[src/mem_pkg.sv]
package mem_pkg;

   localparam int pa_width = 32;
   localparam int line_bits = 128;
   localparam int word_bits = 64;
   localparam int lg_line_bytes = 4;

   typedef logic [pa_width-1:0] addr_t;
   typedef logic [line_bits-1:0] line_t;
   typedef logic [word_bits-1:0] word_t;
   typedef logic [63:0] counter_t;

   typedef enum logic [3:0] {
      mem_ld_line = 4'd4,
      mem_st_word = 4'd7,
      mem_flush = 4'd3
   } mem_opcode_t;

   typedef struct packed {
      addr_t       addr;
      mem_opcode_t opcode;
      line_t       data;  // Store word in the low half.
   } mem_req_t;

   typedef struct packed {
      addr_t addr;
      logic  is_store;
      word_t data;
   } data_req_t;

   // Address bit just above the word offset picks the half.
   function automatic word_t line_word(line_t line, logic sel);
      return sel ? line[line_bits-1:word_bits] : line[word_bits-1:0];
   endfunction

   function automatic addr_t line_addr(addr_t addr);
      return {addr[pa_width-1:lg_line_bytes], {lg_line_bytes{1'b0}}};
   endfunction

endpackage

[src/l1i_cache.sv]
`timescale 1ns/1ps

module l1i_cache #(
   parameter int lg_lines = 3
)
(
   input  logic              clk,
   input  logic              reset,
   input  logic              fetch_valid,
   input  mem_pkg::addr_t    fetch_addr,
   output logic              fetch_ready,
   output logic              fetch_rsp_valid,
   output mem_pkg::word_t    fetch_rsp_word,
   input  logic              flush_req,
   output logic              flush_complete,
   output logic              req_valid,
   output mem_pkg::mem_req_t req,
   input  logic              rsp_valid,
   input  mem_pkg::line_t    rsp_data,
   output mem_pkg::counter_t cache_accesses,
   output mem_pkg::counter_t cache_hits
);
   import mem_pkg::*;

   localparam int n_lines = 1 << lg_lines;
   localparam int tag_bits = pa_width - lg_line_bytes - lg_lines;

   typedef enum logic [1:0] {st_idle, st_miss, st_flush} state_t;

   state_t state;
   logic [n_lines-1:0] line_valid;
   logic [tag_bits-1:0] tag_mem [n_lines];
   line_t line_mem [n_lines];
   logic flush_pending;
   logic [lg_lines-1:0] flush_idx;
   addr_t miss_addr;

   logic [lg_lines-1:0] idx;
   logic [lg_lines-1:0] miss_idx;
   logic [tag_bits-1:0] tag;
   logic accept;
   logic hit;

   assign idx = fetch_addr[lg_line_bytes +: lg_lines];
   assign tag = fetch_addr[pa_width-1 -: tag_bits];
   assign miss_idx = miss_addr[lg_line_bytes +: lg_lines];
   assign fetch_ready = (state == st_idle) && !flush_pending;
   assign accept = fetch_valid && fetch_ready;
   assign hit = line_valid[idx] && (tag_mem[idx] == tag);
   assign flush_complete = (state == st_flush) && (flush_idx == '1);  // Last line cleared.

   assign req = '{addr: line_addr(miss_addr), opcode: mem_ld_line, data: '0};

   always_ff @(posedge clk)
   begin
      if (reset)
      begin
         state <= st_idle;
         line_valid <= '0;
         flush_pending <= 1'b0;
         flush_idx <= '0;
         req_valid <= 1'b0;
         fetch_rsp_valid <= 1'b0;
         cache_accesses <= '0;
         cache_hits <= '0;
      end
      else
      begin
         fetch_rsp_valid <= 1'b0;
         case (state)
            st_idle:
            begin
               if (flush_pending)
               begin
                  state <= st_flush;
                  flush_pending <= 1'b0;
                  flush_idx <= '0;
               end
               else if (accept)
               begin
                  cache_accesses <= cache_accesses + 1'b1;
                  if (hit)
                  begin
                     cache_hits <= cache_hits + 1'b1;
                     fetch_rsp_valid <= 1'b1;
                  end
                  else
                  begin
                     state <= st_miss;
                     req_valid <= 1'b1;
                  end
               end
            end
            st_miss:
            begin
               if (rsp_valid)
               begin
                  state <= st_idle;
                  req_valid <= 1'b0;
                  line_valid[miss_idx] <= 1'b1;
                  fetch_rsp_valid <= 1'b1;
               end
            end
            st_flush:
            begin
               line_valid[flush_idx] <= 1'b0;
               flush_idx <= flush_idx + 1'b1;
               if (flush_complete)
                  state <= st_idle;
            end
            default:
               state <= st_idle;
         endcase
         if (flush_req)
            flush_pending <= 1'b1;  // Kept until the cache goes idle.
      end
   end

   always_ff @(posedge clk)
   begin
      if (accept)
      begin
         miss_addr <= fetch_addr;
         fetch_rsp_word <= line_word(line_mem[idx], fetch_addr[lg_line_bytes-1]);
      end
      if (state == st_miss && rsp_valid)
      begin
         line_mem[miss_idx] <= rsp_data;
         tag_mem[miss_idx] <= miss_addr[pa_width-1 -: tag_bits];
         fetch_rsp_word <= line_word(rsp_data, miss_addr[lg_line_bytes-1]);
      end
   end

endmodule

[src/l1d_cache.sv]
`timescale 1ns/1ps

module l1d_cache #(
   parameter int lg_lines = 3
)
(
   input  logic               clk,
   input  logic               reset,
   input  logic               data_valid,
   input  mem_pkg::data_req_t data_req,
   output logic               data_ready,
   output logic               data_rsp_valid,
   output mem_pkg::word_t     data_rsp_word,
   input  logic               flush_req,
   output logic               flush_complete,
   output logic               req_valid,
   output mem_pkg::mem_req_t  req,
   input  logic               rsp_valid,
   input  mem_pkg::line_t     rsp_data,
   output mem_pkg::counter_t  cache_accesses,
   output mem_pkg::counter_t  cache_hits
);
   import mem_pkg::*;

   localparam int n_lines = 1 << lg_lines;
   localparam int tag_bits = pa_width - lg_line_bytes - lg_lines;

   typedef enum logic [1:0] {st_idle, st_fill, st_store, st_flush} state_t;

   state_t state;
   logic [n_lines-1:0] line_valid;
   logic [tag_bits-1:0] tag_mem [n_lines];
   line_t line_mem [n_lines];
   logic flush_pending;
   logic [lg_lines-1:0] flush_idx;
   data_req_t held;

   logic [lg_lines-1:0] idx;
   logic [lg_lines-1:0] held_idx;
   logic [tag_bits-1:0] tag;
   logic accept;
   logic hit;

   assign idx = data_req.addr[lg_line_bytes +: lg_lines];
   assign tag = data_req.addr[pa_width-1 -: tag_bits];
   assign held_idx = held.addr[lg_line_bytes +: lg_lines];
   assign data_ready = (state == st_idle) && !flush_pending;
   assign accept = data_valid && data_ready;
   assign hit = line_valid[idx] && (tag_mem[idx] == tag);
   assign flush_complete = (state == st_flush) && (flush_idx == '1);

   // Stores go out as a single word, loads as a whole line.
   assign req = '{addr: held.is_store ? held.addr : line_addr(held.addr),
                  opcode: held.is_store ? mem_st_word : mem_ld_line,
                  data: line_t'(held.data)};

   always_ff @(posedge clk)
   begin
      if (reset)
      begin
         state <= st_idle;
         line_valid <= '0;
         flush_pending <= 1'b0;
         flush_idx <= '0;
         req_valid <= 1'b0;
         data_rsp_valid <= 1'b0;
         cache_accesses <= '0;
         cache_hits <= '0;
      end
      else
      begin
         data_rsp_valid <= 1'b0;
         case (state)
            st_idle:
            begin
               if (flush_pending)
               begin
                  state <= st_flush;
                  flush_pending <= 1'b0;
                  flush_idx <= '0;
               end
               else if (accept)
               begin
                  cache_accesses <= cache_accesses + 1'b1;
                  if (hit)
                     cache_hits <= cache_hits + 1'b1;
                  if (data_req.is_store)
                  begin
                     state <= st_store;  // Write through, hit or miss.
                     req_valid <= 1'b1;
                  end
                  else if (hit)
                     data_rsp_valid <= 1'b1;
                  else
                  begin
                     state <= st_fill;
                     req_valid <= 1'b1;
                  end
               end
            end
            st_fill, st_store:
            begin
               if (rsp_valid)
               begin
                  state <= st_idle;
                  req_valid <= 1'b0;
                  data_rsp_valid <= 1'b1;
                  if (state == st_fill)
                     line_valid[held_idx] <= 1'b1;
               end
            end
            st_flush:
            begin
               line_valid[flush_idx] <= 1'b0;
               flush_idx <= flush_idx + 1'b1;
               if (flush_complete)
                  state <= st_idle;
            end
            default:
               state <= st_idle;
         endcase
         if (flush_req)
            flush_pending <= 1'b1;
      end
   end

   always_ff @(posedge clk)
   begin
      if (accept)
      begin
         held <= data_req;
         data_rsp_word <= line_word(line_mem[idx], data_req.addr[lg_line_bytes-1]);
         if (data_req.is_store && hit)
         begin
            if (data_req.addr[lg_line_bytes-1])
               line_mem[idx][line_bits-1:word_bits] <= data_req.data;
            else
               line_mem[idx][word_bits-1:0] <= data_req.data;
         end
      end
      if (state == st_fill && rsp_valid)
      begin
         line_mem[held_idx] <= rsp_data;
         tag_mem[held_idx] <= held.addr[pa_width-1 -: tag_bits];
         data_rsp_word <= line_word(rsp_data, held.addr[lg_line_bytes-1]);
      end
      if (state == st_store && rsp_valid)
         data_rsp_word <= held.data;  // Echo of the stored word.
   end

endmodule

[src/mem_arbiter.sv]
`timescale 1ns/1ps

module mem_arbiter
(
   input  logic              clk,
   input  logic              reset,
   input  logic              flush_req_valid,
   input  mem_pkg::mem_req_t flush_req,
   output logic              flush_rsp_valid,
   input  logic              l1d_req_valid,
   input  mem_pkg::mem_req_t l1d_req,
   output logic              l1d_rsp_valid,
   input  logic              l1i_req_valid,
   input  mem_pkg::mem_req_t l1i_req,
   output logic              l1i_rsp_valid,
   output mem_pkg::line_t    rsp_data,
   output logic              mem_req_valid,
   output mem_pkg::mem_req_t mem_req,
   input  logic              mem_rsp_valid,
   input  mem_pkg::line_t    mem_rsp_load_data
);
   import mem_pkg::*;

   typedef enum logic [1:0] {gnt_flush, gnt_l1d, gnt_l1i} grant_t;

   logic busy;
   grant_t grantee;
   grant_t pick;
   mem_req_t pick_req;
   logic any_req;
   logic grant;
   logic done;

   // Fixed priority, flush first.
   always_comb
   begin
      pick = gnt_l1i;
      pick_req = l1i_req;
      if (flush_req_valid)
      begin
         pick = gnt_flush;
         pick_req = flush_req;
      end
      else if (l1d_req_valid)
      begin
         pick = gnt_l1d;
         pick_req = l1d_req;
      end
   end

   assign any_req = flush_req_valid || l1d_req_valid || l1i_req_valid;
   assign grant = !busy && any_req;
   assign done = busy && mem_rsp_valid;

   always_ff @(posedge clk)
   begin
      if (reset)
      begin
         busy <= 1'b0;
         grantee <= gnt_flush;
         mem_req_valid <= 1'b0;
      end
      else
      begin
         mem_req_valid <= grant;  // One cycle pulse.
         if (grant)
         begin
            busy <= 1'b1;
            grantee <= pick;
         end
         else if (done)
            busy <= 1'b0;
      end
   end

   always_ff @(posedge clk)
   begin
      if (grant)
         mem_req <= pick_req;
   end

   assign flush_rsp_valid = done && (grantee == gnt_flush);
   assign l1d_rsp_valid = done && (grantee == gnt_l1d);
   assign l1i_rsp_valid = done && (grantee == gnt_l1i);
   assign rsp_data = mem_rsp_load_data;

endmodule

[src/flush_coordinator.sv]
`timescale 1ns/1ps

module flush_coordinator
(
   input  logic              clk,
   input  logic              reset,
   input  logic              flush_l1i,
   input  logic              flush_l1d,
   input  logic              l1i_flush_complete,
   input  logic              l1d_flush_complete,
   output logic              req_valid,
   output mem_pkg::mem_req_t req,
   input  logic              rsp_valid,
   output logic              in_flush_mode
);
   import mem_pkg::*;

   typedef enum logic [2:0] {
      st_idle,
      st_wait_both,
      st_got_l1d,
      st_got_l1i,
      st_flush_mem
   } state_t;

   state_t state;
   state_t next_state;
   logic next_flush_mode;

   always_comb
   begin
      next_state = state;
      next_flush_mode = in_flush_mode;
      case (state)
         st_idle:
         begin
            if (flush_l1i || flush_l1d)
               next_flush_mode = 1'b1;
            if (flush_l1i && flush_l1d)
               next_state = st_wait_both;
            else if (flush_l1i)
               next_state = st_got_l1d;  // Data cache not asked, counts as done.
            else if (flush_l1d)
               next_state = st_got_l1i;
         end
         st_wait_both:
         begin
            if (l1d_flush_complete && l1i_flush_complete)
               next_state = st_flush_mem;
            else if (l1d_flush_complete)
               next_state = st_got_l1d;
            else if (l1i_flush_complete)
               next_state = st_got_l1i;
         end
         st_got_l1d:
         begin
            if (l1i_flush_complete)
               next_state = st_flush_mem;
         end
         st_got_l1i:
         begin
            if (l1d_flush_complete)
               next_state = st_flush_mem;
         end
         st_flush_mem:
         begin
            if (rsp_valid)
            begin
               next_state = st_idle;
               next_flush_mode = 1'b0;
            end
         end
         default:
            next_state = st_idle;
      endcase
   end

   always_ff @(posedge clk)
   begin
      if (reset)
      begin
         state <= st_idle;
         in_flush_mode <= 1'b0;
      end
      else
      begin
         state <= next_state;
         in_flush_mode <= next_flush_mode;
      end
   end

   assign req_valid = (state == st_flush_mem);  // Held until answered.
   assign req = '{addr: '0, opcode: mem_flush, data: '0};

endmodule

[src/mem_subsystem.sv]
`timescale 1ns/1ps

module mem_subsystem #(
   parameter int lg_lines = 3
)
(
   input  logic               clk,
   input  logic               reset,
   input  logic               fetch_valid,
   input  mem_pkg::addr_t     fetch_addr,
   output logic               fetch_ready,
   output logic               fetch_rsp_valid,
   output mem_pkg::word_t     fetch_rsp_word,
   input  logic               data_valid,
   input  mem_pkg::data_req_t data_req,
   output logic               data_ready,
   output logic               data_rsp_valid,
   output mem_pkg::word_t     data_rsp_word,
   input  logic               flush_l1i,
   input  logic               flush_l1d,
   output logic               in_flush_mode,
   output logic               mem_req_valid,
   output mem_pkg::mem_req_t  mem_req,
   input  logic               mem_rsp_valid,
   input  mem_pkg::line_t     mem_rsp_load_data,
   output mem_pkg::counter_t  l1i_cache_accesses,
   output mem_pkg::counter_t  l1i_cache_hits,
   output mem_pkg::counter_t  l1d_cache_accesses,
   output mem_pkg::counter_t  l1d_cache_hits
);
   import mem_pkg::*;

   logic l1i_req_valid;
   mem_req_t l1i_req;
   logic l1i_rsp_valid;
   logic l1d_req_valid;
   mem_req_t l1d_req;
   logic l1d_rsp_valid;
   logic flush_req_valid;
   mem_req_t flush_req;
   logic flush_rsp_valid;
   line_t rsp_data;  // Shared by all three requesters.
   logic l1i_flush_complete;
   logic l1d_flush_complete;

   l1i_cache #(
      .lg_lines(lg_lines)
   ) i_l1i_cache (
      .clk(clk),
      .reset(reset),
      .fetch_valid(fetch_valid),
      .fetch_addr(fetch_addr),
      .fetch_ready(fetch_ready),
      .fetch_rsp_valid(fetch_rsp_valid),
      .fetch_rsp_word(fetch_rsp_word),
      .flush_req(flush_l1i),
      .flush_complete(l1i_flush_complete),
      .req_valid(l1i_req_valid),
      .req(l1i_req),
      .rsp_valid(l1i_rsp_valid),
      .rsp_data(rsp_data),
      .cache_accesses(l1i_cache_accesses),
      .cache_hits(l1i_cache_hits)
   );

   l1d_cache #(
      .lg_lines(lg_lines)
   ) i_l1d_cache (
      .clk(clk),
      .reset(reset),
      .data_valid(data_valid),
      .data_req(data_req),
      .data_ready(data_ready),
      .data_rsp_valid(data_rsp_valid),
      .data_rsp_word(data_rsp_word),
      .flush_req(flush_l1d),
      .flush_complete(l1d_flush_complete),
      .req_valid(l1d_req_valid),
      .req(l1d_req),
      .rsp_valid(l1d_rsp_valid),
      .rsp_data(rsp_data),
      .cache_accesses(l1d_cache_accesses),
      .cache_hits(l1d_cache_hits)
   );

   flush_coordinator i_flush_coordinator (
      .clk(clk),
      .reset(reset),
      .flush_l1i(flush_l1i),
      .flush_l1d(flush_l1d),
      .l1i_flush_complete(l1i_flush_complete),
      .l1d_flush_complete(l1d_flush_complete),
      .req_valid(flush_req_valid),
      .req(flush_req),
      .rsp_valid(flush_rsp_valid),
      .in_flush_mode(in_flush_mode)
   );

   mem_arbiter i_mem_arbiter (
      .clk(clk),
      .reset(reset),
      .flush_req_valid(flush_req_valid),
      .flush_req(flush_req),
      .flush_rsp_valid(flush_rsp_valid),
      .l1d_req_valid(l1d_req_valid),
      .l1d_req(l1d_req),
      .l1d_rsp_valid(l1d_rsp_valid),
      .l1i_req_valid(l1i_req_valid),
      .l1i_req(l1i_req),
      .l1i_rsp_valid(l1i_rsp_valid),
      .rsp_data(rsp_data),
      .mem_req_valid(mem_req_valid),
      .mem_req(mem_req),
      .mem_rsp_valid(mem_rsp_valid),
      .mem_rsp_load_data(mem_rsp_load_data)
   );

endmodule

[config.mk]
export PLATFORM = sky130hd
export DESIGN_NAME = mem_subsystem
export DESIGN_NICKNAME = d
export VERILOG_FILES = /design/src/mem_pkg.sv /design/src/l1i_cache.sv /design/src/l1d_cache.sv /design/src/mem_arbiter.sv /design/src/flush_coordinator.sv /design/src/mem_subsystem.sv
export SDC_FILE = /design/constraint.sdc
export NUM_CORES = 2
export LEC_CHECK = 0
export ABC_AREA = 1
export BUFFER_PORTS_ARGS = -buffer_cell sky130_fd_sc_hd__buf_2
export CORE_UTILIZATION = 40
export DETAILED_ROUTE_END_ITERATION = 10
export GPL_ROUTABILITY_DRIVEN = 0
export PLACE_DENSITY = 0.53
export SYNTH_ARGS = -nofsm -noshare
export SYNTH_HDL_FRONTEND = slang
export SYNTH_SLANG_ARGS = --single-unit
[constraint.sdc]
create_clock -name clk -period 20.5 [get_ports clk]
set_input_delay 1.025 -clock clk [delete_from_list [all_inputs] [get_ports clk]]
set_output_delay 1.025 -clock clk [all_outputs]
set_load 0.05 [all_outputs]
After elaboration in Yosys (flattened, before gate mapping) --
Memory sizes are Yosys's and may differ from the RTL's. Index checks and enable logic that the tools add are counted.
Operators by class: shift-type cells 0, $mul 0, multiplexer cells 104, div/mod/pow operators 0, magnitude comparators 10, bitwise logic cells 10, reductions and logical operators 63, $add $sub $neg 6, equality and inequality tests 38
Operators by type and width (count):
- 64-bit two-way mux | 9
- 64-bit by 1-bit adder with 64-bit output (second input constant) | 4
- 164-bit two-way mux | 1
- 128-bit two-way mux | 1
- 128-bit OR reduction | 1
- 25-bit equality test | 2
- 1-bit two-way mux | 44
- 3-bit two-way mux | 12
- 8-bit one-hot mux with 2 select lines | 2
- 2-bit two-way mux | 15
- 3-bit by 4-bit less-than comparator with 1-bit output (second input constant) | 6
- 8-bit two-way mux | 3
- 2-bit by 1-bit != test with 1-bit output (second input constant) | 12
- 1-bit logical AND | 23
- 2-bit nonzero test | 11
- 8-bit bitwise AND | 2
- 8-bit inverter | 2
- 8-bit bitwise OR | 2
- 4-bit AND reduction | 4
- 3-bit one-hot mux with 5 select lines | 1
- 5-bit AND reduction | 3
- 1-bit demux with 3-bit select | 4
- 3-bit by 1-bit >= comparator with 1-bit output (second input constant) | 4
- 2-bit one-hot mux with 3 select lines | 2
- other kinds (26) | 61
Word-level totals: RAM bits 2448, bits in latches 0, word-level logic and storage cells 268, flip-flop bits (word level) 717, memories kept 4, input bits 264, ROM bits 0
Memory list:
- i_l1d_cache.line_mem | depth 8, bits a word 128, read ports 1, clocked after memory_dff 0, write ports 1, line l1d_cache.sv:33 | line_t line_mem [n_lines];
- i_l1i_cache.line_mem | depth 8, bits a word 128, read ports 1, clocked after memory_dff 0, write ports 1, line l1i_cache.sv:33 | line_t line_mem [n_lines];
- i_l1d_cache.tag_mem | depth 8, bits a word 25, read ports 1, clocked after memory_dff 0, write ports 1, line l1d_cache.sv:32 | logic [tag_bits-1:0] tag_mem [n_lines];
- i_l1i_cache.tag_mem | depth 8, bits a word 25, read ports 1, clocked after memory_dff 0, write ports 1, line l1i_cache.sv:32 | logic [tag_bits-1:0] tag_mem [n_lines];

Depth between registers and ports, before layout --
word-level depth 8, depth in mapped cells 21

Cells and area by module --
From an unflattened synthesis, not the netlist that was laid out.
Second synthesis, totals: cell total of the unflattened synthesis 13155, area, all modules 139595.1 um2
By module, submodules not included:
- l1d_cache | cells an instance 6316, area an instance 66607.6 um2, instances 1, sequential area each 44472.7 um2
- l1i_cache | cells an instance 5591, area an instance 62160.9 um2, instances 1, sequential area each 42430.7 um2
- mem_arbiter | cells an instance 1030, area an instance 9275.1 um2, instances 1, sequential area each 5004.8 um2
- flush_coordinator | cells an instance 218, area an instance 1551.5 um2, instances 1, sequential area each 80.1 um2

Worst setup path after synthesis --
OpenSTA, ideal clock, no wires.
kind input -> register, from input mem_rsp_valid, to memory i_l1i_cache.line_mem[2][0] in the netlist's numbering (enable), setup time 1.040 ns, slack 3.244 ns, stages 6, arrival time 16.215 ns, path through nand2_1 nor3_1 nand2_1 clkbuf_1 clkbuf_1 nor4_1
On the way: cells in the longest elaborated chain, start to end 5
RTL lines:
- start, declared | line mem_subsystem.sv:24 | input logic mem_rsp_valid,
- 1-bit logical AND | line mem_arbiter.sv:53 | assign done = busy && mem_rsp_valid;
- 1-bit logical AND | line mem_arbiter.sv:84 | assign l1i_rsp_valid = done && (grantee == gnt_l1i);
- 1-bit logical AND | line l1i_cache.sv:126 | if (state == st_miss && rsp_valid)
- 1-bit two-way mux | line l1i_cache.sv:126
- 1-bit two-way mux (implied by the code) | line l1i_cache.sv:128 | line_mem[miss_idx] <= rsp_data;
- end, declared | line l1i_cache.sv:33
Every way passes these cells.

Final worst setup path --
from input data_req[69] in the netlist's numbering, to memory i_l1d_cache.line_mem[5][103] in the netlist's numbering (enable)
On the way: cells in the longest elaborated chain, start to end 8, elaborated cells on any way between the ends 11, those cells by class 1 x eq/ne; 7 x mux; 2 x reduce/logical; 1 x memory
RTL lines:
- start, declared | line mem_subsystem.sv:15 | input mem_pkg::data_req_t data_req,
- memory 8 x 25 bit / 1-bit binary-select mux with 3-bit select (equally long branches)
- 25-bit equality test / 1-bit two-way mux (equally long branches) | line l1d_cache.sv:49 | assign hit = line_valid[idx] && (tag_mem[idx] == tag);
- 1-bit logical AND | line l1d_cache.sv:49
- 1-bit logical AND | line l1d_cache.sv:133 | if (data_req.is_store && hit)
- 1-bit two-way mux | line l1d_cache.sv:133
- 1-bit two-way mux | line l1d_cache.sv:129 | if (accept)
- 1-bit two-way mux (implied by the code) | line l1d_cache.sv:136 | line_mem[idx][line_bits-1:word_bits] <= data_req.data;
- 2-bit two-way mux (no line)
- end, declared | line l1d_cache.sv:33
Several ways; a longest one is shown, not always the timed one. The select of a mux whose other input is x is not followed.

==> flow_summary.json <==
{
  "status": "finished, final reports clean",
  "grt_pass1_wl_mm": 639,
  "synth.most_common_cell": "edfxtp_1",
  "relSlewSlack": 0.201,
  "fin_crit_sh": 0.334,
  "postCtsHoldBufs": 0,
  "synth_enable_flop_cells": 2800,
  "fillers": 29800,
  "wirelength_mm": 447,
  "postCtsSetupRepairBufs": 0,
  "r2r-end": "i_l1d_cache.line_mem[5][103]$_DFFE_PP_",
  "switching_share": 0.270,
  "cp_max_fo": 112,
  "dp_slack_ns": 12.72,
  "hold_path.class": "primary input to register",
  "irDropWorstVdd_uv": 106,
  "grt_max_degree": 197,
  "die_x_um": 575,
  "drtIter0Drc": 9348,
  "start_util": 0.403,
  "rr_worst_depth": 12,
  "dr.pass1.iters": 6,
  "synth-async-reset-ratio": 0,
  "synthFlopType": "edfxtp_1",
  "yosysSeqAreaShare": 0.686,
  "slew_viol_final": 0,
  "yosys.area.top_type": "edfxtp_1",
  "nNetsFinal": 12700,
  "fin_util": 0.461,
  "synthTopCellsByCount": "edfxtp_1 (2800), nor2_1 (1984), nand2_1 (1566)",
  "finalSetupViolCount": 0,
  "dieHeight_um": 575,
  "power_mw": 15.1,
  "hpwl_mm": 275,
  "setup.worst_path.class": "primary input to register",
  "seqCellArea_um2": 90000,
  "pwr-share-comb": 0.114,
  "postRouteAntennaNets": 0,
  "yosysUniqueCellTypes": 52,
  "rsz0062_at_grt": "no",
  "hold_viol_final": 0,
  "drv_cap": 0,
  "hp-start": "data_req[29]",
  "critPathRequiredTime_ns": 21.05,
  "grt_pass1_vias": 91900,
  "area_delta_synth_final_pct": 14.5,
  "path_clk_slew_ns": 0.06,
  "cts_tree": "built",
  "cp.arrival_ns": 7.38,
  "pin_count": 818,
  "drive_gt1_frac": 0.115,
  "pwr-share-clk": 0.404,
  "wl_per_cell_um": 26.2,
  "syn_area_um2": 131000,
  "grt_antenna_before_repair": 114,
  "io_buffer_count": 749,
  "fin_setup_tns_ns": 0,
  "yosys-top-cells-area": "edfxtp_1 (64%), nor2_1 (5.7%), o21ai_0 (5.3%)",
  "avgSynthCellArea_um2": 11.0,
  "drc": 0,
  "r2r-start": "i_mem_arbiter.busy$_SDFFE_PP0P_",
  "endpoint": "i_l1d_cache.line_mem[5][103]$_DFFE_PP_",
  "insertion_delay_ns": 0.95,
  "fmax_mhz": 146,
  "clockBufferDepth": 4,
  "synth_top_area_share": 0.641,
  "overflow": 0,
  "vias": 95800,
  "power_density_nw_per_um2": 101,
  "cp-end-kind": "register",
  "seqPwrFrac": 0.482,
  "internal-power_mw": 11.0,
  "synth_seq_cells": 3096,
  "leakage_nw": 52.9,
  "gr-usage-all-layers": 0.263,
  "fin_crit_ns": 6.84,
  "p_sw_mw": 4.09,
  "syn_inst": 11900,
  "skew_ns": 0.0701,
  "ys_warn_count": 0,
  "tightest_slew_ns": 1.20,
  "core_um2": 325000,
  "holdWs_ns": 0.271,
  "cts_buffers": 342,
  "vias_per_cell": 5.60,
  "multi_input_area_um2": 35100,
  "cts_sinks": 3096,
  "post_cts_resized": 0,
  "clock-root-buffer": "clkbuf_16",
  "rows": 209,
  "setup_slack_ns": 13.66,
  "rrSetupSlack_ns": 14.80,
  "dieArea_um2": 330000,
  "start_kind": "primary input",
  "crit_start": "data_req[69]",
  "htreeDepth": 5
}
==> kinds of logic after synthesis <==
logic type | Yosys count | synth area share
and+or+nand+nor | 4562 | 0.144
DFF | 3096 | 0.686
AOI/OAI and AO/OA | 2439 | 0.108
buffers and inverters | 1636 | 0.0504
xor gates and xnor gates | 150 | 0.0100
adders and majority gates | 12 | 0.00114
other | 1 | 0.0000286
==> through the flow <==
stage | cell area [um2] | std cells
floorplan | 131000 | 12000
global placement | 139000 | 16400
detailed placement | 139000 | 16400
CTS | 150000 | 17100
global route | 150000 | 17100
finish | 150000 | 17100
==> sequential cells by signal, summed over array words and instances (netlist names), 8 cells and up <==
register / flops
i_l1d_cache.cache_accesses: 64
i_l1d_cache.cache_hits: 64
i_l1d_cache.data_rsp_word: 64
i_l1d_cache.held: 33
i_l1d_cache.line_mem: 1024
i_l1d_cache.line_valid: 8
i_l1d_cache.req: 64
i_l1d_cache.tag_mem: 200
i_l1i_cache.cache_accesses: 64
i_l1i_cache.cache_hits: 64
i_l1i_cache.fetch_rsp_word: 64
i_l1i_cache.line_mem: 1024
i_l1i_cache.line_valid: 8
i_l1i_cache.miss_addr: 29
i_l1i_cache.tag_mem: 200
i_mem_arbiter.mem_req: 98
==> area by class of cell <==
cell class	count	share of cell area
flip-flops and latches	3096	0.600
multi-input cells	7228	0.234
clock buffers	432	0.0609
well taps	4325	0.0360
repair buffers	901	0.0341
inverters	873	0.0222
clock inverters	195	0.0128
diodes	43	0.000717
==> power by group through the flow <==
| stage | Clock [mW] | Combinational, mW | Sequential [mW] |
|---|---|---|---|
| after floorplan | 0 | 0.664 | 7.83 |
| after global placement | 0 | 1.71 | 7.42 |
| after detailed placement | 0 | 1.73 | 7.42 |
| after CTS | 6.20 | 1.73 | 7.29 |
| after global routing | 6.43 | 1.83 | 7.31 |
| final | 6.11 | 1.73 | 7.29 |
==> worst min path at each step <==
stage / endpoint / cells after the start / slack, ns
finish: i_l1d_cache.req[29]$_DFFE_PP_ / 1 / 0.27
global placement: i_l1d_cache.line_valid[2]$_SDFFE_PP0P_ / 1 / 0.45
detailed placement: i_l1d_cache.line_valid[0]$_SDFFE_PP0P_ / 2 / 0.46
global route: i_l1d_cache.req[17]$_DFFE_PP_ / 1 / 0.24
floorplan: i_l1d_cache.line_valid[0]$_SDFFE_PP0P_ / 2 / 0.44
CTS: i_l1d_cache.req[29]$_DFFE_PP_ / 1 / 0.21
==> cells in the final DEF (no fill, tap or decap), types with 296 or more instances in the layout <==
master and instances:
inv_1 858, nand3_1 510, clkbuf_16 350, o21ai_0 1400
edfxtp_1 2800, nand2_1 1564, o22ai_1 309, nor2_1 1973
buf_2 740, dfxtp_1 296
==> metal layers <==
metal	global-route usage	share of wire	vias up
met5	0	0.00073	-
met1	0.338	0.40	47700
met3	0.0493	0.079	847
li1	-	-	43300
met4	0.131	0.055	50
met2	0.427	0.47	3866
==> critical path: stages <==
cell and delay (ns):
buf_8 0.26, inv_8 0.58, buf_4 0.93, nand2_1 0.10
nand3_1 0.11, nand3_1 0.12, nand3b_1 0.30, inv_1 0.07
nor2_1 0.11, nand3_1 0.07, nor2_1 0.17, nand2_1 0.07
nor2_1 0.26, nand4_1 0.78, a21oi_4 1.07, buf_4 0.47
buf_4 0.69
Power figures use the tool's default switching activity.
